===== config.mk =====
export PLATFORM = sky130hd
export DESIGN_NAME = position_page_converter
export DESIGN_NICKNAME = d
export VERILOG_FILES = /design/src/verilog/bubble_pkg.sv /design/src/verilog/position_page_converter.sv
export SDC_FILE = /design/constraint.sdc
export NUM_CORES = 1
export LEC_CHECK = 0
export ABC_CLOCK_PERIOD_IN_PS = 4000
export CORE_MARGIN = 5
export CORE_UTILIZATION = 30
export CTS_CLUSTER_DIAMETER = 100
export DETAILED_ROUTE_END_ITERATION = 12
export DONT_BUFFER_PORTS = 1
export PLACE_DENSITY = 0.45
export SLEW_MARGIN = 30
export SYNTH_ARGS = -nofsm -noshare
export SYNTH_HDL_FRONTEND = slang
export SYNTH_SLANG_ARGS = --single-unit
export TNS_END_PERCENT = 50

===== constraint.sdc =====
create_clock -name MCLK -period 4 [get_ports MCLK]
set_input_delay 0.2 -clock MCLK [delete_from_list [all_inputs] [get_ports MCLK]]
set_output_delay 0.2 -clock MCLK [all_outputs]
set_load 0.05 [all_outputs]

===== src/verilog/bubble_pkg.sv =====
`default_nettype none

package bubble_pkg;

    // access type reported by the emulator core
    typedef enum logic [1:0] {
        ACC_IDLE = 2'd0,
        ACC_BOOT = 2'd1,
        ACC_PAGE = 2'd2
    } acc_type_e;

    // one command from the controller to the SPI shifter
    typedef enum logic [1:0] {
        OP_NONE   = 2'd0,
        OP_LOAD   = 2'd1,   // load instruction register
        OP_SHIFT  = 2'd2,   // send one instruction bit
        OP_SAMPLE = 2'd3    // read one data bit
    } spi_op_e;

    typedef struct packed {
        logic cs_n;
        logic sck;
        logic mosi;
    } flash_spi_t;

    typedef struct packed {
        logic        strobe;
        logic [14:0] addr;
        logic        data;
    } buf_wr_t;

    localparam logic [11:0] BOOT_PAGE  = 12'h805;   // bootloader block
    localparam int          PAGE_COUNT = 2053;      // data pages per image
    localparam logic [14:0] BOOT_BASE  = 15'd2053;  // first bootloader bit in buffer
    localparam logic [14:0] PAGE_BASE  = 15'd7168;  // first page bit in buffer
    localparam int          LEAD_BITS  = 6;         // good loops forced to 1
    localparam logic [7:0]  READ_CMD   = 8'h03;     // standard read

endpackage

`default_nettype wire


===== src/verilog/position_page_converter.sv =====
`default_nettype none
`timescale 1ns/1ns

module position_page_converter
(
    input  wire         MCLK,
    input  wire         rst_n,
    input  wire         conv_start,
    input  wire  [11:0] abs_pos,
    output logic [11:0] page
);
    import bubble_pkg::*;

    localparam logic [12:0] MODULUS = 13'(PAGE_COUNT);

    logic [12:0] next_pos;   // one wider so 4095 + 1 does not wrap
    logic [12:0] wrapped;

    // the core has already advanced its position when the load runs
    assign next_pos = {1'b0, abs_pos} + 13'd1;
    assign wrapped  = next_pos - MODULUS;

    always_ff @(posedge MCLK)
    begin
        if (!rst_n)
        begin
            page <= '0;
        end
        else if (conv_start)
        begin
            if (next_pos >= MODULUS)
                page <= wrapped[11:0];   // a single reduction covers 0..4096
            else
                page <= next_pos[11:0];
        end
    end

endmodule

`default_nettype wire


# Word-level counts from Yosys, hierarchy flattened
# Index checks and enable logic that the tools add are counted.
[word_totals]
register_bits = 12
input_bits = 15
output_inout_bits = 12
elab_cells = 5
[op_classes]
n_addsub = 2
order_cmp = 1
muxes = 1
[ops]
columns = ["operator", "count"]
rows = [
  ["12-bit by 1-bit adder with 13-bit output (second input constant)", 1],
  ["13-bit by 12-bit greater-or-equal comparator with 1-bit output (second input constant)", 1],
  ["12-bit two-way mux", 1],
  ["12-bit subtractor (second input constant)", 1],
]

# Longest topological paths before layout
[depth]
depth_word = 3
ltp_mapped = 11
depth_no_buf = 9

# Worst setup path before layout
# No wires, ideal clock.
[synth_timing]
path_type = "input to register"
from = "input port abs_pos[0]"
to = "register page[4]"
setup_time_ns = 0.122
t_arrival_ns = 2.241
required_time_ns = 3.878
setup_slack_ns = 1.637
stages = 10
path_buffers = 2
cell_sequence = "ha_1 > buf_2 > and3b_1 > a2111oi_1 > a21o_1 > nor4_4 > a21o_1 > buf_6 > o311a_1 > a221o_1"
[synth_via]
elab_chain_cells = 3
elab_cells_between_ends = 4
classes_between = "2 x add/sub; 1 x order compare; 1 x mux"
[synth_rtl]
columns = ["item", "line", "text"]
rows = [
  ["start, declared", "position_page_converter.sv:9", "input wire [11:0] abs_pos,"],
  ["12-bit by 1-bit adder with 13-bit output *", "position_page_converter.sv:20", "assign next_pos = {1'b0, abs_pos} + 13'd1;"],
  ["12-bit subtractor / 13-bit by 12-bit greater-or-equal comparator with 1-bit output (equally long branches)", "position_page_converter.sv:21, position_page_converter.sv:31", ""],
  ["12-bit two-way mux *", "position_page_converter.sv:31", "if (next_pos >= MODULUS)"],
  ["end signal, assigned", "position_page_converter.sv:32", "page <= wrapped[11:0];"],
  ["end signal, assigned", "position_page_converter.sv:34", "page <= next_pos[11:0];"],
  ["end, declared", "position_page_converter.sv:10", "output logic [11:0] page"],
]
# Every way passes the cells marked *; elsewhere a longest branch is shown, timed or not.
# A chain may end at the register's enable or synchronous reset.

# Worst setup path in the final report
# Same ends and word-level chain as after synthesis.

==> impl_metrics.csv <==
group,metric,value,unit
timing,post-route-period-util,56.1,%
placed_design,postPlaceCellArea,1250,µm²
routing,wl_per_cell,16.0,µm
placed_design,dp_slack,1.51,ns
clocking,clk_pin_slew,0.05,ns
placed_design,dp_hpwl,2.57,mm
power,power.density,261,nW/µm²
routing,via_count,1134,
placed_design,dp.cells,197,
global_routing,antenna_found_initial,0,
routing,drtPass1Iterations,4,
timing,period_minus_slack,2.24,ns
clocking,post_cts_resized,0,
layout,stdcell_count,200,
clocking,cts_buffers,3,
logic_synthesis,synth_warnings,0,
power,ir_drop,0.0817,mV
layout,nFillCells,453,
layout,fin_util,31.6,%
timing,setup_ws,1.76,ns
critical_path,startpoint,"abs_pos[0]",
global_routing,gr-total-overflow,0,
clocking,clockBufferDepth,2,
layout,reg_top3,"page: 12 flops",
timing,max_freq,0.446,GHz
critical_path,crit_fanout,9,
routing,vias_per_cell,5.67,
logic_synthesis,synthArstFlopShare,0,%
status,status,"finished clean",
global_routing,grt_pass1_wl,5.29,mm
die,coreArea,4090,µm²
die,fp-row-count,23,
logic_synthesis,synth-seq-cells,12,
global_routing,met2_usage,16.7,%
layout,syn_to_final_growth,0.683,%
logic_synthesis,yosysSeqAreaShare,18.7,%
timing,final_hold_viol_count,0,
clocking,clk_latency,0.24,ns
critical_path,worst_setup_path_end_kind,"flip-flop",
timing,hold_ws,0.0967,ns
critical_path,critPathMaxStageDelay,0.36,ns
clocking,cts.htree.levels,1,
timing,rsz0062_at_grt,"no",
layout,diodes,0,
timing,relSlewSlack,65.6,%
timing,finalClockSkew,0,ns
routing,drt_iter0_drc,42,
routing,drcViolationCount,0,
global_routing,grt_pass1_vias,1065,
hold_path,hp-start,"rst_n",
critical_path,cp.required,4.13,ns
critical_path,path_buf_inv,0,
critical_path,path_delay_family,"compound AO/OA/AOI/OAI gates",
layout,final_area,1290,µm²
logic_synthesis,ys_types,51,
global_routing,track_usage,12.1,%
layout,regMostFlops,"page",
critical_path,r2r_start,"page[3]$_SDFFE_PN0P_",
timing,finalSetupViolations,0,
logic_synthesis,ys.flop_type,"dfxtp_1",
critical_path,path_cells,"ha_1 -> and4_4 -> and2_1 -> o311a_1 -> nor4_4 -> a21o_1 -> nor3_1 -> a221o_1",
critical_path,cp-start-kind,"primary input",
critical_path,crit_slowest_cell,"o311a_1",
die,start_util,31.4,%
layout,largest_register_ffs,12,
power,power,0.337,mW
layout,drive_gt1_share,8.00,%
timing,tns,0,ns
clocking,root_buffer,"clkbuf_8",
logic_synthesis,synth_edf_count,0,
power,leakagePower,0.429,nW
timing,tightest_slew,0.515,ns
job,drv_cap,0,
global_routing,grt_util_met1,16.9,%
logic_synthesis,syn_area_per_cell,7.92,µm²
clocking,tritoncts,"built",
critical_path,path_class,"in2reg",
clocking,cts.sinks,12,
clocking,cts_setup_buffers,0,
routing,wirelength,3.19,mm
die,pin_count,27,
global_routing,grt_use_met3,3.96,%
layout,nets,170,
die,die_w,75.4,µm
timing,slew_violations,0,
global_routing,grt_max_degree,20,
logic_synthesis,syn_area,1280,µm²
hold_path,hold_class,"in2reg",
placed_design,io_buffers,0,
logic_synthesis,synth_cells,162,
placed_design,routabilityCongestion,0.832,
clocking,postCtsHoldBufs,0,
routing,ant_nets,0,
logic_synthesis,synth_fp_nets,180,
die,die-area,5680,µm²
die,die_h,75.4,µm
critical_path,critPathArrivalTime,2.37,ns
global_routing,busiest_layer,"met1",
[layout make-up]
class | count | area [µm²] | share of cell area (%)
Clock buffer | 3 | 41.3 | 3.20
Inverter | 5 | 18.8 | 1.45
Multi-Input combinational cell | 130 | 928 | 71.9
Sequential cell | 12 | 240 | 18.6
Tap cell | 50 | 62.6 | 4.84
[cells in the mapped netlist, types with 5 or more instances]
library cell / instances / area, µm²
dfxtp_1: 12 / 240
nand3_1: 9 / 45.0
nand3b_1: 9 / 67.6
xnor2_1: 10 / 87.6
nor3_1: 5 / 25.0
o21ai_0: 6 / 30.0
a31oi_1: 8 / 50.1
clkbuf_1: 6 / 22.5
inv_1: 5 / 18.8
nor2b_1: 6 / 37.5
nor2_1: 9 / 33.8
nand2_1: 6 / 22.5
[worst paths after layout]
check / to / slack, ns / depth (start not counted)
max: page[4]$_SDFFE_PN0P_ / 1.76 / 8
min: page[7]$_SDFFE_PN0P_ / 0.1 / 1
max reg2reg: page[3]$_SDFFE_PN0P_ / 2.85 / 3
min reg2reg: page[11]$_SDFFE_PN0P_ / 0.73 / 2
[kinds of logic after synthesis]
| group | after synthesis | synth area share (%) |
|---|---|---|
| buffers and inverters | 20 | 8.88 |
| adders and majority gates | 3 | 2.93 |
| xor gates and xnor gates | 14 | 9.56 |
| and+or+nand+nor | 69 | 34.0 |
| AOI/OAI and AO/OA | 44 | 25.9 |
| DFF | 12 | 18.7 |
[routing by layer]
metal | wire length (µm) | vias up
met5 | 0 | -
met4 | 54 | 0
met3 | 312 | 6
met2 | 1300 | 33
met1 | 1520 | 513
li1 | - | 582
[cells in the final DEF, fill, tap and decap left out, types with 2 or more instances in the layout]
master	Yosys	final
nand4_1	4	4
a41oi_1	2	2
nor3_1	5	5
nor2_1	9	9
o21ai_1	3	3
o21ai_0	6	6
dfxtp_1	12	12
a31oi_1	8	8
nor2b_1	6	6
o311a_1	2	2
and2_1	4	4
nand3b_1	9	9
a211oi_1	3	3
a221o_1	2	2
nand2_1	6	6
and3_4	2	2
and4_1	2	2
ha_1	3	3
inv_1	5	5
clkbuf_8	0	3
xnor2_1	10	10
nand3_1	9	9
xor2_1	4	4
a21oi_1	4	4
nand2b_1	2	2
a21o_1	2	2
or4_1	2	2
[where the power goes]
group          switching [mW]  internal, mW
clock                  0.0420        0.0662
sequential             0.0340         0.128
combinational          0.0351        0.0311
Power figures use the tool's default switching activity.
