===== src/verilog/bubble_pkg.sv =====
`default_nettype none

package bubble_pkg;

    // access type reported by the emulator core
    typedef enum logic [1:0] {
        ACC_IDLE = 2'd0,
        ACC_BOOT = 2'd1,
        ACC_PAGE = 2'd2
    } acc_type_e;

    // one command from the controller to the SPI shifter
    typedef enum logic [1:0] {
        OP_NONE   = 2'd0,
        OP_LOAD   = 2'd1,   // load instruction register
        OP_SHIFT  = 2'd2,   // send one instruction bit
        OP_SAMPLE = 2'd3    // read one data bit
    } spi_op_e;

    typedef struct packed {
        logic cs_n;
        logic sck;
        logic mosi;
    } flash_spi_t;

    typedef struct packed {
        logic        strobe;
        logic [14:0] addr;
        logic        data;
    } buf_wr_t;

    localparam logic [11:0] BOOT_PAGE  = 12'h805;   // bootloader block
    localparam int          PAGE_COUNT = 2053;      // data pages per image
    localparam logic [14:0] BOOT_BASE  = 15'd2053;  // first bootloader bit in buffer
    localparam logic [14:0] PAGE_BASE  = 15'd7168;  // first page bit in buffer
    localparam int          LEAD_BITS  = 6;         // good loops forced to 1
    localparam logic [7:0]  READ_CMD   = 8'h03;     // standard read

endpackage

`default_nettype wire


===== src/verilog/spi_flash_reader.sv =====
`default_nettype none
`timescale 1ns/1ns

module spi_flash_reader
(
    input  wire                     MCLK,
    input  wire                     rst_n,
    input  var bubble_pkg::spi_op_e spi_op,
    input  wire                     cs_sel,
    input  wire  [2:0]              img_num,
    input  wire  [11:0]             flash_page,
    input  wire                     miso,
    output bubble_pkg::flash_spi_t  flash,
    output logic                    bit_data,
    output logic                    op_done
);
    import bubble_pkg::*;

    logic [32:0] instr_sr;      // dummy msb + opcode + 24 bit address
    logic        cs_n_q;
    logic        sck_q;
    logic        low_phase;     // sck is low, rising edge comes next
    logic        sample_pend;   // current op reads miso
    logic        start_op;

    assign start_op = (spi_op == OP_SHIFT || spi_op == OP_SAMPLE) && !low_phase;

    assign flash = '{cs_n: cs_n_q, sck: sck_q, mosi: instr_sr[32]};

    // two-phase sequencer with sck idling high
    always_ff @(posedge MCLK)
    begin
        if (!rst_n)
        begin
            cs_n_q      <= 1'b1;
            sck_q       <= 1'b1;
            low_phase   <= 1'b0;
            sample_pend <= 1'b0;
            op_done     <= 1'b0;
        end
        else
        begin
            cs_n_q  <= ~cs_sel;
            op_done <= 1'b0;
            if (low_phase)
            begin
                sck_q     <= 1'b1;   // flash latches mosi here
                low_phase <= 1'b0;
                op_done   <= 1'b1;
            end
            else if (start_op)
            begin
                sck_q       <= 1'b0;
                low_phase   <= 1'b1;
                sample_pend <= (spi_op == OP_SAMPLE);
            end
        end
    end

    // address laid out as 00 iii pppppppppppp 0000000
    always_ff @(posedge MCLK)
    begin
        if (spi_op == OP_LOAD)
        begin
            instr_sr <= {1'b0, READ_CMD, 2'b00, img_num, flash_page, 7'b000_0000};
        end
        else if (start_op && spi_op == OP_SHIFT)
        begin
            instr_sr <= {instr_sr[31:0], 1'b0};   // next bit on falling sck
        end

        if (low_phase && sample_pend)
        begin
            bit_data <= miso;   // captured with the rising sck
        end
    end

endmodule

`default_nettype wire


===== config.mk =====
export PLATFORM = sky130hd
export DESIGN_NAME = spi_flash_reader
export DESIGN_NICKNAME = d
export VERILOG_FILES = /design/src/verilog/bubble_pkg.sv /design/src/verilog/spi_flash_reader.sv
export SDC_FILE = /design/constraint.sdc
export NUM_CORES = 1
export LEC_CHECK = 0
export BUFFER_PORTS_ARGS = -buffer_cell sky130_fd_sc_hd__buf_4
export CAP_MARGIN = 20
export CORE_MARGIN = 2
export CORE_UTILIZATION = 40
export CTS_CLUSTER_DIAMETER = 60
export CTS_CLUSTER_SIZE = 25
export DETAILED_ROUTE_END_ITERATION = 6
export GPL_ROUTABILITY_DRIVEN = 0
export MAX_ROUTING_LAYER = met4
export PLACE_DENSITY = 0.57
export SETUP_SLACK_MARGIN = 0.05
export SYNTH_ARGS = -nofsm -noshare
export SYNTH_HDL_FRONTEND = slang
export SYNTH_SLANG_ARGS = --single-unit

===== constraint.sdc =====
create_clock -name MCLK -period 1.8 [get_ports MCLK]
set_clock_uncertainty 0.2 [all_clocks]
set_input_delay 0.09 -clock MCLK [delete_from_list [all_inputs] [get_ports MCLK]]
set_output_delay 0.09 -clock MCLK [all_outputs]
set_load 0.02 [all_outputs]

# After elaboration in Yosys (flattened, before gate mapping)
# Cells that the tools add are included.
[word_totals]
reg_bits = 32
in_bits = 21
out_inout_bits = 5
elab_cells = 26
[op_classes]
n_eq_ne = 3
muxes = 4
n_bitwise = 3
reduce_logical = 8
[ops]
columns = ["op", "count"]
rows = [
  ["22-bit two-way mux", 2],
  ["2-bit equality test (second input constant)", 2],
  ["1-bit logical AND", 3],
  ["1-bit inverter", 3],
  ["2-bit by 1-bit equality test with 1-bit output (second input constant)", 1],
  ["1-bit two-way mux", 2],
  ["2-bit AND reduction", 1],
  ["2-bit nonzero test", 1],
  ["2-bit OR reduction", 1],
  ["1-bit logical NOT", 1],
  ["1-bit logical OR", 1],
]

# Logic depth before layout (Yosys ltp)
[logic_depth]
ltp_word = 6
depth_mapped = 5
depth_no_buf = 3

# Worst setup path after synthesis
# Ideal clock, no wire load.
[synth_timing]
kind = "register -> register"
from = "reg low_phase"
to = "reg instr_sr[10], enable pin"
setup_ps = 362
t_arrival_ps = 965
t_required_ps = 1238
path_slack_ps = 273
stages_incl_launch_ff = 4
path_buffers = 1
synth_period_minus_slack_ps = 1527
cell_sequence = "dfxtp_1 nor2b_1 buf_4 a21o_1"
[synth_between]
elab_chain_len = 4
[synth_lines]
columns = ["element", "line_no", "rtl"]
rows = [
  ["start: declaration", "spi_flash_reader.sv:22", "logic low_phase;"],
  ["start signal: assignment", "spi_flash_reader.sv:37", "low_phase <= 1'b0;"],
  ["start signal: assignment", "spi_flash_reader.sv:48", "low_phase <= 1'b0;"],
  ["start signal: assignment", "spi_flash_reader.sv:54", "low_phase <= 1'b1;"],
  ["1-bit logical NOT", "spi_flash_reader.sv:26", "assign start_op = (spi_op == OP_SHIFT || spi_op == OP_SAMPLE) && !low_phase;"],
  ["1-bit logical AND", "spi_flash_reader.sv:26", ""],
  ["1-bit logical AND", "spi_flash_reader.sv:67", "else if (start_op && spi_op == OP_SHIFT)"],
  ["2-bit nonzero test (no line)", "-", ""],
  ["end signal: assignment", "spi_flash_reader.sv:65", "instr_sr <= {1'b0, READ_CMD, 2'b00, img_num, flash_page, 7'b000_0000};"],
  ["end signal: assignment", "spi_flash_reader.sv:69", "instr_sr <= {instr_sr[31:0], 1'b0};"],
  ["end: declaration", "spi_flash_reader.sv:19", "logic [32:0] instr_sr;"],
]
# No other way between the ends.
# A chain may end at the register's enable or synchronous reset.

# Worst setup path in the final report
[layout_timing]
from = "in spi_op[0]"
to = "reg instr_sr[11], enable pin"
[layout_between]
elab_chain_len = 5
elab_cells_between_ends = 7
classes_between = "eq/ne: 3; reduce/logical: 4"
[layout_lines]
columns = ["element", "line_no", "rtl"]
rows = [
  ["start: declaration", "spi_flash_reader.sv:8", "input var bubble_pkg::spi_op_e spi_op,"],
  ["2-bit equality test (on tied branches)", "spi_flash_reader.sv:26, spi_flash_reader.sv:67", ""],
  ["1-bit logical OR", "spi_flash_reader.sv:26", ""],
  ["1-bit logical AND", "spi_flash_reader.sv:26", ""],
  ["1-bit logical AND", "spi_flash_reader.sv:67", ""],
  ["2-bit nonzero test (no line) (*)", "-", ""],
]
# Every way passes the cells marked *; elsewhere a longest branch is shown, timed or not.

==> run_results.csv <==
group,metric,value,unit
setup_path,critPathSlowestCell,"dlygate4sd3_1",
finish,antennaDiodeCount,0,
finish,final_nets,164,
floorplanning,die_area,0.003889,sq mm
job,maxCapViolations,0,
clock_tree,htreeDepth,2,
setup_path,rr_worst_depth,2,
drt,viasPerCell,4.663,
floorplanning,fp-row-count,21,
logic_synthesis,netlist.area_leader.share,35.26,%
finish,final_common_cell,"buf_4",
logic_synthesis,synth_area_leaders,"edfxtp_1 35%, dfxtp_1 24%, a22o_1 12%",
global_route,grt_usage,14.18,%
sta,max_slew_margin,77.52,%
place,port_buffers,25,
sta,tns,0,ps
worst_hold_path,whs_endpoint,"bit_data",
clock_tree,clock_latency,330,ps
power_and_ir_drop,power.density,806.4,mW/mm^2
sta,fin_crit_sh,92.69,%
sta,setup_viol,0,
drt,drt.antenna.violating_nets,0,
finish,final_cell_mix,"26 x buf_4, 22 x dlygate4sd3_1, 18 x a22o_1",
finish,multi_input_area,485.5,sq um
finish,drive_gt1_share,38.19,%
global_route,antenna_found_initial,0,
power_and_ir_drop,ir_drop,466.4,uV
drt,firstDrtPassIters,3,
drt,wirelength,2280,um
global_route,grt_pass1_vias,912,
global_route,grt-ovfl-total,0,
global_route,met3_usage,5.978,%
global_route,grt_max_degree,17,
finish,nFillCells,296,
sta,rsz0062_at_grt,"false",
finish,synthToLayoutAreaGrowth,36.36,%
clock_tree,clkTransAtPathRegs,90,ps
clock_tree,cts_tree,"done",
setup_path,required,1630,ps
sta,fmax,0.5994,GHz
setup_path,r2r_end,"sck_q",
drt,drt-initial-drc-count,24,
sta,slew_viol_final,0,
clock_tree,cts_buffers,5,
logic_synthesis,netlist_area,0.001363,sq mm
logic_synthesis,synth.distinct_cells,24,
clock_tree,root_buffer,"clkbuf_4",
logic_synthesis,syn_avg_cell_area,14.50,sq um
power_and_ir_drop,p_leak,0.7562,nW
worst_hold_path,min_from,"miso",
finish,ff_latch_area,800.8,sq um
logic_synthesis,syn-num-nets,115,
clock_tree,cts.sinks,32,
setup_path,arrival,1500,ps
logic_synthesis,seq_area_frac_synth,58.77,%
logic_synthesis,yosys.area.top_type,"edfxtp_1",
global_route,grt-busiest-layer,"met2",
run_status,status,"finished, final reports clean",
logic_synthesis,yosysWarningCount,0,
setup_path,cp_max_fo,16,
setup_path,crit_chain,"dlygate4sd3_1 > buf_6 > inv_4 > nor2_4 > buf_12 > a21o_1 > buf_4",
worst_hold_path,worstHoldPathCells,2,
sta,worst_pin_slew,336.9,ps
setup_path,cp_slowest_stage_delay,550,ps
global_route,grt_pass1_wl,4036,um
drt,num_vias,886,
logic_synthesis,synth.ff_latch_count,32,
drt,drcViolationCount,0,
drt,routedWlPerCell,12.00,um
setup_path,critPathKind,"primary input to register",
setup_path,endpoint_kind,"register",
floorplanning,start_util,41.16,%
place,dp_hpwl,1386,um
clock_tree,clockBufferDepth,2,
logic_synthesis,synthCells,94,
sta,finalHoldViolCount,0,
setup_path,start_kind,"primary input",
floorplanning,die_w,62.37,um
power_and_ir_drop,p_total,1.498,mW
setup_path,reg2reg_slack,410,ps
setup_path,r2r_start,"low_phase",
global_route,met2_usage,23.51,%
floorplanning,core_area,0.003311,sq mm
worst_hold_path,hp-class,"primary input to register",
global_route,use_met1,14.62,%
sta,period_minus_slack,1668,ps
floorplanning,ios,26,
floorplanning,die_y,62.37,um
==> kinds of logic after synthesis <==
kind of cell / count (synthesis) / share of synthesized area (%)
DFF: 32 / 58.77
buffers and inverters: 9 / 5.601
and+or+nand+nor: 15 / 7.346
muxes: 15 / 14.51
AOI/OAI and AO/OA: 23 / 13.77
==> per-stage QoR <==
step / hold slack (ps) / setup slack (ps) / util, % / cells / area, sq um
final: 290.4 / 131.6 / 56.12 / 190 / 1858
after global routing: 290.4 / 82.04 / 56.12 / 190 / 1858
after CTS: 277.4 / 106.6 / 56.01 / 190 / 1854
after detailed placement: 54.92 / 292.1 / 47.51 / 160 / 1573
after global placement: 52.42 / 319.2 / 47.51 / 160 / 1573
after floorplan: -48.06 / 273.5 / - / 94 / 1363
==> synthesized netlist by cell type <==
master	number
a21o_1	1
a21oi_1	2
a22o_1	18
and2_1	4
buf_12	1
buf_2	1
buf_4	4
buf_6	1
clkbuf_1	1
dfxtp_1	16
edfxtp_1	16
inv_4	1
mux2_2	6
mux2_4	8
mux2i_1	1
nand2_1	1
nand2b_1	1
nand3b_1	1
nor2_2	1
nor2_4	2
nor2b_1	2
nor3_1	2
o22ai_1	2
or2_2	1
==> per-layer routing <==
metal | up-vias | part of all wire (%)
met5 | - | 0
met1 | 410 | 43
met4 | 0 | 2.3
met3 | 5 | 4.3
met2 | 18 | 50
li1 | 453 | -
==> area by class of cell <==
cell class / instances / area share, %
Clock buffer: 6 / 2.761
Clock inverter: 2 / 0.5387
Inverter: 1 / 0.3367
Multi-Input combinational cell: 53 / 26.13
Sequential cell: 32 / 43.10
Tap cell: 46 / 3.098
Timing Repair Buffer: 50 / 24.04
==> registers in the layout, indices dropped and copies added, names as in the netlist <==
signal and count:
low_phase 1, sample_pend 1, bit_data 1, sck_q 1, op_done 1, cs_n_q 1, instr_sr 26
==> timing repair <==
item | 4_1_cts | 5_1_grt
resized for setup | 0 | 1
endpoints found under the hold margin | 32 | 0
endpoints found under the setup margin | 0 | 15
setup buffers | 0 | 0
hold buffers | 22 | 0
==> how the worst max path moves through the flow <==
stage | to | slack (ps) | from | depth (start not counted)
2_1_floorplan | instr_sr[10] | 270 | low_phase | 3
3_3_place_gp | instr_sr[7] | 320 | spi_op[0] | 6
3_5_place_dp | instr_sr[18] | 290 | spi_op[0] | 6
4_1_cts | instr_sr[8] | 110 | spi_op[0] | 7
5_1_grt | instr_sr[11] | 80 | spi_op[0] | 7
6_report | instr_sr[11] | 130 | spi_op[0] | 7
==> report_power, final <==
part / internal [mW] / switching [mW]
sequential: 0.826 / 0.0254
clock: 0.186 / 0.234
combinational: 0.144 / 0.0827
total: 1.16 / 0.343
==> worst max-delay path: cells and delay by family <==
kind	cells	cell delay [ps]
buf+inv	5	1180
simple gates	1	130
compound gates	1	90
No activity file was read; power rests on OpenSTA's default activity.
