`config.mk`:
```
export PLATFORM = sky130hd
export DESIGN_NAME = spi_loader_ctrl
export DESIGN_NICKNAME = d
export VERILOG_FILES = /design/src/verilog/bubble_pkg.sv /design/src/verilog/spi_loader_ctrl.sv
export SDC_FILE = /design/constraint.sdc
export NUM_CORES = 1
export LEC_CHECK = 0
export ABC_AREA = 1
export BUFFER_PORTS_ARGS = -buffer_cell sky130_fd_sc_hd__buf_2
export CAP_MARGIN = 20
export CORE_UTILIZATION = 25
export CTS_CLUSTER_DIAMETER = 50
export DETAILED_ROUTE_END_ITERATION = 10
export PLACE_DENSITY_LB_ADDON = 0.08
export SLEW_MARGIN = 10
export SYNTH_ARGS = -nofsm -noshare
export SYNTH_HDL_FRONTEND = slang
export SYNTH_SLANG_ARGS = --single-unit
```
`constraint.sdc`:
```
create_clock -name MCLK -period 2.3 [get_ports MCLK]
set_clock_uncertainty 0.1 [all_clocks]
set_input_delay 0.46 -clock MCLK [delete_from_list [all_inputs] [get_ports MCLK]]
set_output_delay 0.46 -clock MCLK [all_outputs]
set_load 0.02 [all_outputs]
```
`src/verilog/bubble_pkg.sv`:
```
`default_nettype none

package bubble_pkg;

    // access type reported by the emulator core
    typedef enum logic [1:0] {
        ACC_IDLE = 2'd0,
        ACC_BOOT = 2'd1,
        ACC_PAGE = 2'd2
    } acc_type_e;

    // one command from the controller to the SPI shifter
    typedef enum logic [1:0] {
        OP_NONE   = 2'd0,
        OP_LOAD   = 2'd1,   // load instruction register
        OP_SHIFT  = 2'd2,   // send one instruction bit
        OP_SAMPLE = 2'd3    // read one data bit
    } spi_op_e;

    typedef struct packed {
        logic cs_n;
        logic sck;
        logic mosi;
    } flash_spi_t;

    typedef struct packed {
        logic        strobe;
        logic [14:0] addr;
        logic        data;
    } buf_wr_t;

    localparam logic [11:0] BOOT_PAGE  = 12'h805;   // bootloader block
    localparam int          PAGE_COUNT = 2053;      // data pages per image
    localparam logic [14:0] BOOT_BASE  = 15'd2053;  // first bootloader bit in buffer
    localparam logic [14:0] PAGE_BASE  = 15'd7168;  // first page bit in buffer
    localparam int          LEAD_BITS  = 6;         // good loops forced to 1
    localparam logic [7:0]  READ_CMD   = 8'h03;     // standard read

endpackage

`default_nettype wire

```
`src/verilog/spi_loader_ctrl.sv`:
```
`default_nettype none
`timescale 1ns/1ns

module spi_loader_ctrl
#(
    parameter int BOOT_BITS = 2656,
    parameter int MAP_BITS  = 1168,
    parameter int PAGE_BITS = 512
)
(
    input  wire                       MCLK,
    input  wire                       rst_n,
    input  var bubble_pkg::acc_type_e acc_type,
    input  wire  [11:0]               page,
    input  wire                       bit_data,
    input  wire                       op_done,
    input  wire                       map_rdata,
    output logic                      conv_start,
    output bubble_pkg::spi_op_e       spi_op,
    output logic                      cs_sel,
    output logic [11:0]               flash_page,
    output logic                      map_wr,
    output logic [11:0]               map_waddr,
    output logic                      map_wdata,
    output logic                      map_rd,
    output logic [11:0]               map_raddr,
    output bubble_pkg::buf_wr_t       buf_wr
);
    import bubble_pkg::*;

    typedef enum logic [3:0] {
        IDLE, CONVERT, LOAD_CMD, SEND_CMD, BOOT_DATA,
        MAP_DATA, PAGE_MAP_READ, PAGE_DATA, PAGE_WRITE, FINISH
    } state_e;

    localparam logic [11:0] BOOT_N = 12'(BOOT_BITS);
    localparam logic [11:0] MAP_N  = 12'(MAP_BITS);
    localparam logic [11:0] LEAD_N = 12'(LEAD_BITS);
    localparam logic [11:0] GOOD_N = 12'(LEAD_BITS + PAGE_BITS);

    state_e      state;
    state_e      state_nx;
    logic        is_boot;
    logic        busy;        // reader op in flight
    logic        ready;
    logic [11:0] cnt;         // instruction bits, data bits or good loops
    logic        cnt_clr;
    logic        cnt_inc;
    logic        ptr_load;
    logic [11:0] map_addr;
    logic [14:0] buf_ptr;
    logic        wr_now;
    logic        wr_bit;
    logic        wr_strobe;
    logic [14:0] wr_addr;
    logic        wr_data;

    assign ready      = !busy || op_done;
    assign conv_start = (state == CONVERT);
    assign cs_sel     = !(state == IDLE || state == CONVERT || state == FINISH);
    assign flash_page = is_boot ? BOOT_PAGE : page;
    assign map_waddr  = map_addr;
    assign map_raddr  = map_addr;
    assign map_wdata  = bit_data;
    assign buf_wr     = '{strobe: wr_strobe, addr: wr_addr, data: wr_data};

    always_comb
    begin
        state_nx = state;
        spi_op   = OP_NONE;
        cnt_clr  = 1'b0;
        cnt_inc  = 1'b0;
        ptr_load = 1'b0;
        wr_now   = 1'b0;
        wr_bit   = bit_data;
        map_wr   = 1'b0;
        map_rd   = 1'b0;
        case (state)
            IDLE:
                if (acc_type != ACC_IDLE)
                    state_nx = CONVERT;
            CONVERT:
                state_nx = LOAD_CMD;   // page valid next cycle
            LOAD_CMD:
            begin
                spi_op   = OP_LOAD;
                cnt_clr  = 1'b1;
                state_nx = SEND_CMD;
            end
            SEND_CMD:
                if (ready)
                begin
                    if (cnt == 12'd32)
                    begin
                        cnt_clr  = 1'b1;
                        ptr_load = 1'b1;
                        state_nx = is_boot ? BOOT_DATA : PAGE_MAP_READ;
                    end
                    else
                    begin
                        spi_op  = OP_SHIFT;
                        cnt_inc = 1'b1;
                    end
                end
            BOOT_DATA, MAP_DATA:
            begin
                wr_now = op_done;
                map_wr = op_done && (state == MAP_DATA);
                if (ready)
                begin
                    if (cnt == ((state == BOOT_DATA) ? BOOT_N : MAP_N))
                    begin
                        cnt_clr  = 1'b1;
                        state_nx = (state == BOOT_DATA) ? MAP_DATA : FINISH;
                    end
                    else
                    begin
                        spi_op  = OP_SAMPLE;
                        cnt_inc = 1'b1;
                    end
                end
            end
            PAGE_MAP_READ:
                if (cnt == GOOD_N)
                    state_nx = FINISH;
                else
                begin
                    map_rd   = 1'b1;
                    state_nx = PAGE_DATA;
                end
            PAGE_DATA:
                if (!map_rdata)
                begin
                    wr_now   = 1'b1;   // bad loop
                    wr_bit   = 1'b0;
                    state_nx = PAGE_MAP_READ;
                end
                else if (cnt < LEAD_N)
                begin
                    wr_now   = 1'b1;   // lead loop
                    wr_bit   = 1'b1;
                    cnt_inc  = 1'b1;
                    state_nx = PAGE_MAP_READ;
                end
                else
                begin
                    spi_op   = OP_SAMPLE;
                    state_nx = PAGE_WRITE;
                end
            PAGE_WRITE:
                if (op_done)
                begin
                    wr_now   = 1'b1;
                    cnt_inc  = 1'b1;
                    state_nx = PAGE_MAP_READ;
                end
            FINISH:
                state_nx = IDLE;   // cs_n goes high next cycle
            default:
                state_nx = IDLE;
        endcase
    end

    always_ff @(posedge MCLK)
    begin
        if (!rst_n)
        begin
            state     <= IDLE;
            is_boot   <= 1'b0;
            busy      <= 1'b0;
            cnt       <= '0;
            wr_strobe <= 1'b0;
        end
        else
        begin
            state     <= state_nx;
            wr_strobe <= wr_now;
            if (state == IDLE)
                is_boot <= (acc_type == ACC_BOOT);
            if (spi_op == OP_SHIFT || spi_op == OP_SAMPLE)
                busy <= 1'b1;
            else if (op_done)
                busy <= 1'b0;
            if (cnt_clr)
                cnt <= '0;
            else if (cnt_inc)
                cnt <= cnt + 12'd1;
        end
    end

    always_ff @(posedge MCLK)
    begin
        if (ptr_load)
        begin
            buf_ptr  <= is_boot ? BOOT_BASE : PAGE_BASE;
            map_addr <= '0;
        end
        else
        begin
            if (wr_now)
                buf_ptr <= buf_ptr + 15'd1;
            if (map_wr || map_rd)
                map_addr <= map_addr + 12'd1;
        end
        if (wr_now)
        begin
            wr_addr <= buf_ptr;
            wr_data <= wr_bit;
        end
    end

endmodule

`default_nettype wire
```
Yosys cells after proc, flatten, opt, wreduce, memory -nomap -nowiden
Cells that the tools add are included.
- bitwise operators: 1
- $lt $le $gt $ge: 1
- muxes and demuxes: 48
- reduce and logical (&&, ||, !) cells: 15
- add/sub/neg operators: 3
- equality and inequality tests: 21
- operators with widths (operator ; number):
    4-bit two-way mux ; 10
    4-bit case mux with 8 select lines ; 1
    15-bit two-way mux ; 2
    12-bit by 1-bit adder with 12-bit output, second input constant ; 2
    12-bit two-way mux ; 2
    1-bit two-way mux ; 21
    4-bit by 3-bit == test with 1-bit output, second input constant ; 4
    15-bit by 1-bit adder with 15-bit output, second input constant ; 1
    2-bit two-way mux ; 7
    13-bit two-way mux ; 1
    12-bit by 10-bit == test with 1-bit output, second input constant ; 1
    12-bit == test ; 1
    12-bit by 6-bit == test with 1-bit output, second input constant ; 1
    12-bit by 3-bit < comparator with 1-bit output, second input constant ; 1
    2-bit != test, second input constant ; 5
    4-bit by 2-bit == test with 1-bit output, second input constant ; 2
    4-bit == test, second input constant ; 2
    2-bit case mux with 4 select lines ; 1
    1-bit case mux with 3 select lines ; 2
    6-bit AND reduction ; 1
    2-bit nonzero test ; 3
    1-bit logical OR ; 5
    2-bit == test, second input constant ; 2
    4-bit by 1-bit == test with 1-bit output, second input constant ; 1
    8 further kinds ; 10
- output and inout bits: 60
- flip-flop bits (word level): 62

Logic depth before layout (Yosys ltp)
Gate-level depths: netlist of run 1.
- depth after elaboration: 9
- gate-level depth with buffers: 13
- gate-level depth less buffers: 13

Worst setup path before layout of run 1
No wires, ideal clock.
- kind: register to register
- from: reg cnt[0]
- to: reg buf_ptr[0], enable pin
- buffers on the path: 1
- stages on the path, launching flop included: 10
- setup time: 0.374 ns
- path slack: 0.147 ns
- data required time: 1.826 ns
- arrival time: 1.679 ns
- cells stage by stage: dfxtp_1 inv_1 ha_1 nand3_2 nor2_2 nand2_2 nor3_4 inv_4 buf_6 nand3_1
- cells in the longest elaborated chain, start to end: 5
- elaborated cells on any way between the ends: 9
- those cells by class: order compare: 1; eq/ne: 1; mux: 6; reduce/logical: 1
- RTL lines (item ; RTL line ; source):
    start: declaration ; spi_loader_ctrl.sv:46 ; logic [11:0] cnt;
    start signal: assignment ; spi_loader_ctrl.sv:187 ; cnt <= cnt + 12'd1;
    12-bit by 3-bit < comparator with 1-bit output / 12-bit by 6-bit == test with 1-bit output (equally long branches) ; spi_loader_ctrl.sv:138, spi_loader_ctrl.sv:93 ;
    1-bit two-way mux (on tied branches) ; spi_loader_ctrl.sv:138, spi_loader_ctrl.sv:93 ;
    1-bit two-way mux (on tied branches) ; spi_loader_ctrl.sv:132, spi_loader_ctrl.sv:91 ;
    1-bit case mux with 3 select lines / 1-bit two-way mux (equally long branches) ; spi_loader_ctrl.sv:78 ; case (state)
    2-bit nonzero test (no line) * ; - ;
    end signal: assignment ; spi_loader_ctrl.sv:195 ; buf_ptr <= is_boot ? BOOT_BASE : PAGE_BASE;
    end signal: assignment ; spi_loader_ctrl.sv:201 ; buf_ptr <= buf_ptr + 15'd1;
    end: declaration ; spi_loader_ctrl.sv:51 ; logic [14:0] buf_ptr;
Every way passes the cells marked *; elsewhere a longest branch is shown, timed or not.
A chain may end at the register's enable or synchronous reset.

Worst setup path after layout of run 1
- from: reg state[0]
- to: out map_wr
- cells in the longest elaborated chain, start to end: 3
- elaborated cells on any way between the ends: 5
- those cells by class: eq/ne: 2; mux: 1; reduce/logical: 2
- RTL lines (item ; RTL line ; source):
    start: declaration ; spi_loader_ctrl.sv:41 ; state_e state;
    start signal: assignment ; spi_loader_ctrl.sv:176 ; state <= state_nx;
    4-bit by 3-bit == test with 1-bit output (on tied branches) ; spi_loader_ctrl.sv:78, spi_loader_ctrl.sv:108 ;
    2-bit OR reduction / 1-bit logical AND (equally long branches) ; spi_loader_ctrl.sv:78, spi_loader_ctrl.sv:108 ;
    1-bit two-way mux * ; spi_loader_ctrl.sv:78 ;
    end: declaration ; spi_loader_ctrl.sv:22 ; output logic map_wr,
Marked as above.

==> impl_metrics.py, run 1 <==
metrics = {
    "status": {
        "status": "finished, final reports clean",
    },
    "logic_synthesis": {
        "synth_top_family_by_area": "simple AND/OR/NAND/NOR gates",
        "synth_top_area_share_pct": 24.80,
        "synthTopCellsByArea": "edfxtp_1 25%, dfxtp_1 17%, nand2_1 7.3%",
        "yosys_warnings": 0,
        "postSynth.asyncResetShare_pct": 0,
        "synth_compound_area_share_pct": 9.733,
        "synth-xor-area-share_pct": 4.200,
        "synth_nets": 489,
        "yosys.cell_types.count": 44,
        "postSynthAreaPerCell_um2": 8.072,
        "synth_cells": 465,
        "synthTopCellsByCount": "73 x nand2_1, 62 x inv_1, 48 x nor2_1",
        "synth.area.mux_share_pct": 0,
        "synth-edff-count": 31,
        "synth_flop_cell": "edfxtp_1",
        "ys_seq_area_share_pct": 41.33,
        "yosys.area_share.simple_pct": 29.93,
        "yosysMostFrequentCell": "nand2_1",
        "synthesis.area_mm2": 0.003754,
        "ys_ff_latch": 62,
        "synth_adder_area_share_pct": 1.667,
        "yosysTopAreaCell": "edfxtp_1",
    },
    "final_layout": {
        "drive_above_1_share_pct": 38.23,
        "multi_input_area_mm2": 0.001783,
        "seq_area_mm2": 0.001589,
        "areaGrowthSynthToFinish_pct": 28.47,
        "diodes": 0,
        "fillerInstances": 1547,
        "final_nets": 584,
    },
    "setup_path": {
        "cp_max_fo": 5,
        "crit_type": "reg -> out",
        "start_kind": "flop",
        "arrival_ps": 1660,
        "crit_path_end_kind": "output pin",
        "cp.required_ps": 1740,
    },
    "timing": {
        "layout_worst_path_cycle_share_pct": 96.63,
        "finalSetupViolCount": 0,
        "layout_min_cycle_time_ps": 2223,
        "slew-limit-headroom_pct": 68.62,
        "fmax_ghz": 0.4499,
        "whs_ps": 303.6,
        "finalHoldViolations": 0,
        "slew_violations": 0,
        "worstMarginPinSlew_ps": 466.4,
    },
    "floorplan": {
        "die_x_um": 124.5,
        "fp-row-count": 44,
        "initial_core_util_pct": 25.73,
        "die_area_mm2": 0.01551,
        "ioPinCount": 79,
        "dieHeight_um": 124.5,
        "core_area_mm2": 0.01459,
    },
    "pwr": {
        "comb_power_share_pct": 33.2,
        "pwr-share-clk_pct": 31.4,
        "p_sw_share_pct": 35.46,
        "power.internal_uw": 2557,
        "pwr-share-seq_pct": 35.4,
        "p_leak_uw": 0.002147,
        "switching_power_uw": 1405,
        "p_per_area_mw_per_mm2": 821.7,
        "ir_worst_vdd_uv": 345.3,
        "total_power_uw": 3962,
    },
    "global_routing": {
        "grt_max_degree": 18,
        "first_global_vias": 3118,
        "antenna_found_initial": 0,
        "grt_overflow": 0,
        "grt_util_all_layers_pct": 12.77,
        "grt_pass1_wl_um": 15690,
    },
    "placed_design": {
        "port_buffers": 78,
        "dp_hpwl_um": 7070,
        "gp_congestion": 0.8521,
    },
    "clock_network": {
        "clk_pin_slew_ps": 50,
        "root_buffer": "clkbuf_16",
        "cts_tree": "done",
        "max-clock-path-buffers": 2,
        "clock_latency_ps": 340,
        "clock_sinks": 62,
        "numCtsBuffers": 9,
        "hold_buffers": 0,
        "htreeDepth": 3,
    },
    "route": {
        "drt_pass1_iterations": 4,
        "via_count": 3270,
        "viasPerCell": 4.366,
        "drc": 0,
        "drt_wl_total_um": 9526,
        "drtAntennaViolNets": 0,
        "drt-initial-drc-count": 189,
        "drt-wirelength-per-cell_um": 12.72,
    },
    "hold_path": {
        "hold_class": "in -> reg",
    },
    "flow_run": {
        "max_cap_violations": 0,
    },
}
==> worst max-delay path: stages, from the launching register on <==
cell and delay [ps]:
dfxtp_4 390, buf_4 120, inv_1 50, nor2_1 80, inv_1 70, nor2_1 230
nand2_1 150, inv_1 80, buf_2 160
==> cell type report <==
cell class | count | area share, %
tap | 184 | 4.774
sequential | 62 | 32.95
timing repair buffer | 109 | 13.70
inverter | 75 | 5.994
clock inverter | 3 | 0.4152
clock buffer | 13 | 5.189
multi-input combinational | 303 | 36.97
==> worst paths after layout <==
check	slack (ps)	depth (start not counted)	from	to
max reg2reg	240	11	cnt[6]$_SDFFE_PP0P_	buf_ptr[2]$_DFFE_PP_
min reg2reg	380	0	buf_ptr[13]$_SDFFCE_PP0P_	wr_addr[13]$_DFFE_PP_
min	300	3	acc_type[0]	is_boot$_SDFFE_PN0P_
max	80	8	state[0]$_SDFFE_PN0P_	map_wr
==> state kept, by name (all words and copies together), names as in the netlist, 4 cells and up <==
name and count:
buf_ptr 15, map_raddr 12, state 4, wr_addr 15, cnt 12
==> logic make-up after synthesis <==
group,Yosys count
simple gates,224
buf+inv,100
flops,62
compound gates,56
xor+xnor,18
fa+ha+maj,5
==> cells in the final DEF (no fill, tap or decap), drive strengths merged <==
| master | Yosys | layout |
|---|---|---|
| o221a | 1 | 1 |
| buf | 24 | 109 |
| a21oi | 32 | 32 |
| o221ai | 1 | 1 |
| o21a | 1 | 1 |
| nor3 | 16 | 16 |
| clkinv | 0 | 2 |
| or2 | 4 | 4 |
| nand4 | 9 | 9 |
| o21ai | 16 | 16 |
| ha | 5 | 5 |
| a31oi | 1 | 1 |
| clkbuf | 1 | 13 |
| o31ai | 1 | 1 |
| dfxtp | 31 | 31 |
| nand3b | 2 | 2 |
| nand3 | 39 | 39 |
| nor4 | 3 | 3 |
| xor2 | 15 | 15 |
| nor2 | 55 | 55 |
| inv | 75 | 75 |
| xnor2 | 3 | 3 |
| edfxtp | 31 | 31 |
| o211ai | 3 | 3 |
| nand2 | 95 | 95 |
| clkinvlp | 0 | 1 |
| nor3b | 1 | 1 |
==> metrics by stage <==
step / TNS (ps) / setup slack (ps) / util (%) / instances / cell area [um2]
floorplan: 0 / 146.6 / - / 465 / 3754
finish: 0 / 77.48 / 33.05 / 749 / 4822
detailed placement: 0 / 162.1 / 29.25 / 712 / 4268
CTS: 0 / 4.335 / 32.08 / 738 / 4679
global route: -36.02 / -15.55 / 33.05 / 749 / 4822
global placement: 0 / 141.2 / 29.25 / 712 / 4268
==> routing by layer <==
| metal | vias up | GRT usage, % | share of wire [%] |
|---|---|---|---|
| met5 | - | 0 | 0 |
| met4 | 0 | 5.457 | 1.6 |
| met3 | 10 | 3.565 | 4.0 |
| met2 | 70 | 20.44 | 48 |
| met1 | 1496 | 16.00 | 47 |
| li1 | 1694 | - | - |
==> power by group through the flow <==
stage	clock [uW]	sequential, uW	combinational, uW
3_5_place_dp	0	1430	1050
5_1_grt	1330	1420	1440
6_report	1240	1400	1310
4_1_cts	1290	1400	1170
2_1_floorplan	0	1430	810
3_3_place_gp	0	1430	1070
==> what timing repair did <==
item                                    4_1_cts  5_1_grt
resized for setup                            31       18
buffers inserted                             10       11
endpoints found under the setup margin        3        3
pin swaps                                     7        7
(Power assumes the default switching activity.)
==> run 2: changes to the inputs <==
Clock period 2.3 ns to 1.95 ns, I/O delays scaled along.
==> run 2 against run 1 <==
Compared with the run above:
- the run now ends with negative setup slack left
- clock power increased by 27%
- power increased by 25%
- critical path depth increased by 2
- first-iteration DRC count increased by 1.1%
- sequential power increased by 17%
- via count increased by 3.4%
- cell area increased by 9.3%
- die area unchanged
- worst hold slack got worse by 88 ps
- global-route usage increased by 0.69 points
- register-to-register slack got worse by 260 ps
- critical endpoint is now spi_op[0]
==> impl_metrics.py, run 2 (synthesis results as in run 1) <==
metrics = {
    "global_routing": {
        "grt_max_degree": 18,
        "first_global_vias": 3317,
        "grt_pass1_wl_um": 16470,
        "antenna_found_initial": 0,
        "grt_overflow": 0,
        "grt_util_all_layers_pct": 13.46,
    },
    "setup_path": {
        "arrival_ps": 1620,
        "crit_type": "reg -> out",
        "start_kind": "flop",
        "cp.required_ps": 1460,
        "rrSetupSlack_ps": -20,
        "crit_family": "simple AND/OR/NAND/NOR gates",
        "path_buf_inv": 3,
        "critical-path-max-stage-delay_ps": 360,
        "crit_slowest_cell": "dfxtp_4",
        "cp_max_fo": 4,
        "crit_chain": "nor2_4, inv_4, nor2_4, nand2_2, nand3_4, nand2_4, o21ai_2, inv_2, o31ai_4, buf_6",
        "worst_path_most_repeated_cell": "nor2_4",
        "crit_path_end_kind": "output pin",
    },
    "final_layout": {
        "drive_above_1_share_pct": 44.89,
        "mostFrequentLayoutCells": "73 x buf_2, 64 x nand2_1, 54 x inv_1, 54 x buf_4, 45 x nor2_1",
        "areaGrowthSynthToFinish_pct": 40.47,
        "diodes": 0,
        "final_common_cell": "buf_2",
        "reg_top3": "buf_ptr: 15 flops, wr_addr: 15 flops",
        "final_nets": 616,
        "fillerInstances": 1525,
    },
    "pwr": {
        "p_per_area_mw_per_mm2": 938.3,
        "ir_worst_vdd_uv": 446.8,
        "p_leak_uw": 0.002382,
    },
    "timing": {
        "layout_setup_ws_ps": -164.9,
        "slew-limit-headroom_pct": 69.12,
        "fmax_ghz": 0.4728,
        "worstMarginPinSlew_ps": 459.0,
        "layout_worst_path_cycle_share_pct": 108.5,
        "tns_ps": -602.0,
        "layout_min_cycle_time_ps": 2115,
        "slew_violations": 0,
        "finalHoldViolations": 0,
        "finalSetupViolCount": 19,
        "rsz0062_at_grt": "yes",
    },
    "clock_network": {
        "clock_latency_ps": 340,
        "htreeDepth": 3,
        "clk_pin_slew_ps": 60,
        "root_buffer": "clkbuf_16",
        "clock_sinks": 62,
        "cts_tree": "done",
        "max-clock-path-buffers": 2,
        "hold_buffers": 0,
        "numCtsBuffers": 9,
    },
    "placed_design": {
        "dp_hpwl_um": 7476,
        "gp_congestion": 0.8219,
        "pre_cts_slack_ps": -13.94,
        "port_buffers": 78,
    },
    "route": {
        "viasPerCell": 4.329,
        "drtAntennaViolNets": 0,
        "drc": 0,
        "drt_pass1_iterations": 4,
        "via_count": 3381,
        "drt_wl_total_um": 10100,
        "drt-initial-drc-count": 191,
        "drt-wirelength-per-cell_um": 12.93,
    },
    "status": {
        "violations": "negative setup slack",
        "status": "finished, violations left",
    },
    "floorplan": {
        "ioPinCount": 79,
        "die_x_um": 124.5,
        "initial_core_util_pct": 25.73,
        "fp-row-count": 44,
        "core_area_mm2": 0.01459,
        "dieHeight_um": 124.5,
        "die_area_mm2": 0.01551,
    },
    "flow_run": {
        "max_cap_violations": 0,
    },
    "hold_path": {
        "hold_class": "in -> reg",
    },
}
==> run 2: cell types whose count changed in the layout (fill, tap and decap cells not counted), sizes merged <==
| cell | before | now |
|---|---|---|
| clkinv | 2 | 1 |
| clkinvlp | 1 | 2 |
| inv | 75 | 76 |
| buf | 109 | 140 |
==> run 2: metal layers <==
layer / GRT usage (%) / vias to the layer above / share of wire, %
met5: 0 / - / 0
met4: 4.040 / 0 / 1.0
met3: 4.081 / 7 / 4.5
met2: 21.71 / 64 / 48
met1: 17.17 / 1559 / 47
li1: - / 1751 / -
==> run 2: report_power, final <==
part	switching (uW)	total [uW]	internal, uW
logic	1020	1730	710
registers	119	1640	1520
clock network	610	1580	966
==> run 2: path summary, 6_finish.rpt <==
path | from | endpoint | cells after the start
setup / recovery | state[1]$_SDFFE_PN0P_ | spi_op[0] | 10
hold / removal | rst_n | busy$_SDFFE_PN0P_ | 3
setup reg to reg | cnt[10]$_SDFFE_PP0P_ | buf_ptr[6]$_SDFFCE_PP0P_ | 10
hold reg to reg | buf_ptr[14]$_SDFFCE_PP0P_ | wr_addr[14]$_DFFE_PP_ | 0
==> run 2: area by class of cell <==
cell class,instances,area (um2),share of cell area [%]
clock buffer,12,266.5,5.055
sequential,62,1584,30.04
clock inverter,4,28.78,0.5458
tap,184,230.2,4.366
inverter,75,286.5,5.434
multi-input combinational,303,1899,36.02
timing repair buffer,141,977.2,18.53
==> run 2: tightest hold or removal path, delay by kind of cell <==
family,cells,cell delay [ps]
AND/OR/NAND/NOR,1,60
buffers and inverters,2,170
==> run 2: timing repair <==
item | 4_1_cts | 5_1_grt
setup buffers | 7 | 8
resized for setup | 54 | 29
pin swaps | 15 | 13
cloned | 0 | 1
setup endpoints to repair | 6 | 66
==> run 2: stage by stage <==
| step | area (um2) | power (uW) | util, % | std cells | hold WS, ps |
|---|---|---|---|---|---|
| final | 5273 | 4947 | 36.14 | 781 | 216.1 |
| after global routing | 5273 | 5226 | 36.14 | 781 | 219.3 |
| after CTS | 5087 | 4901 | 34.87 | 773 | 212.3 |
| after detailed placement | 4571 | 3104 | 31.33 | 750 | 366.2 |
| after global placement | 4571 | 3126 | 31.33 | 750 | 366.3 |
| after floorplan | 3759 | 2644 | - | 465 | 347.6 |
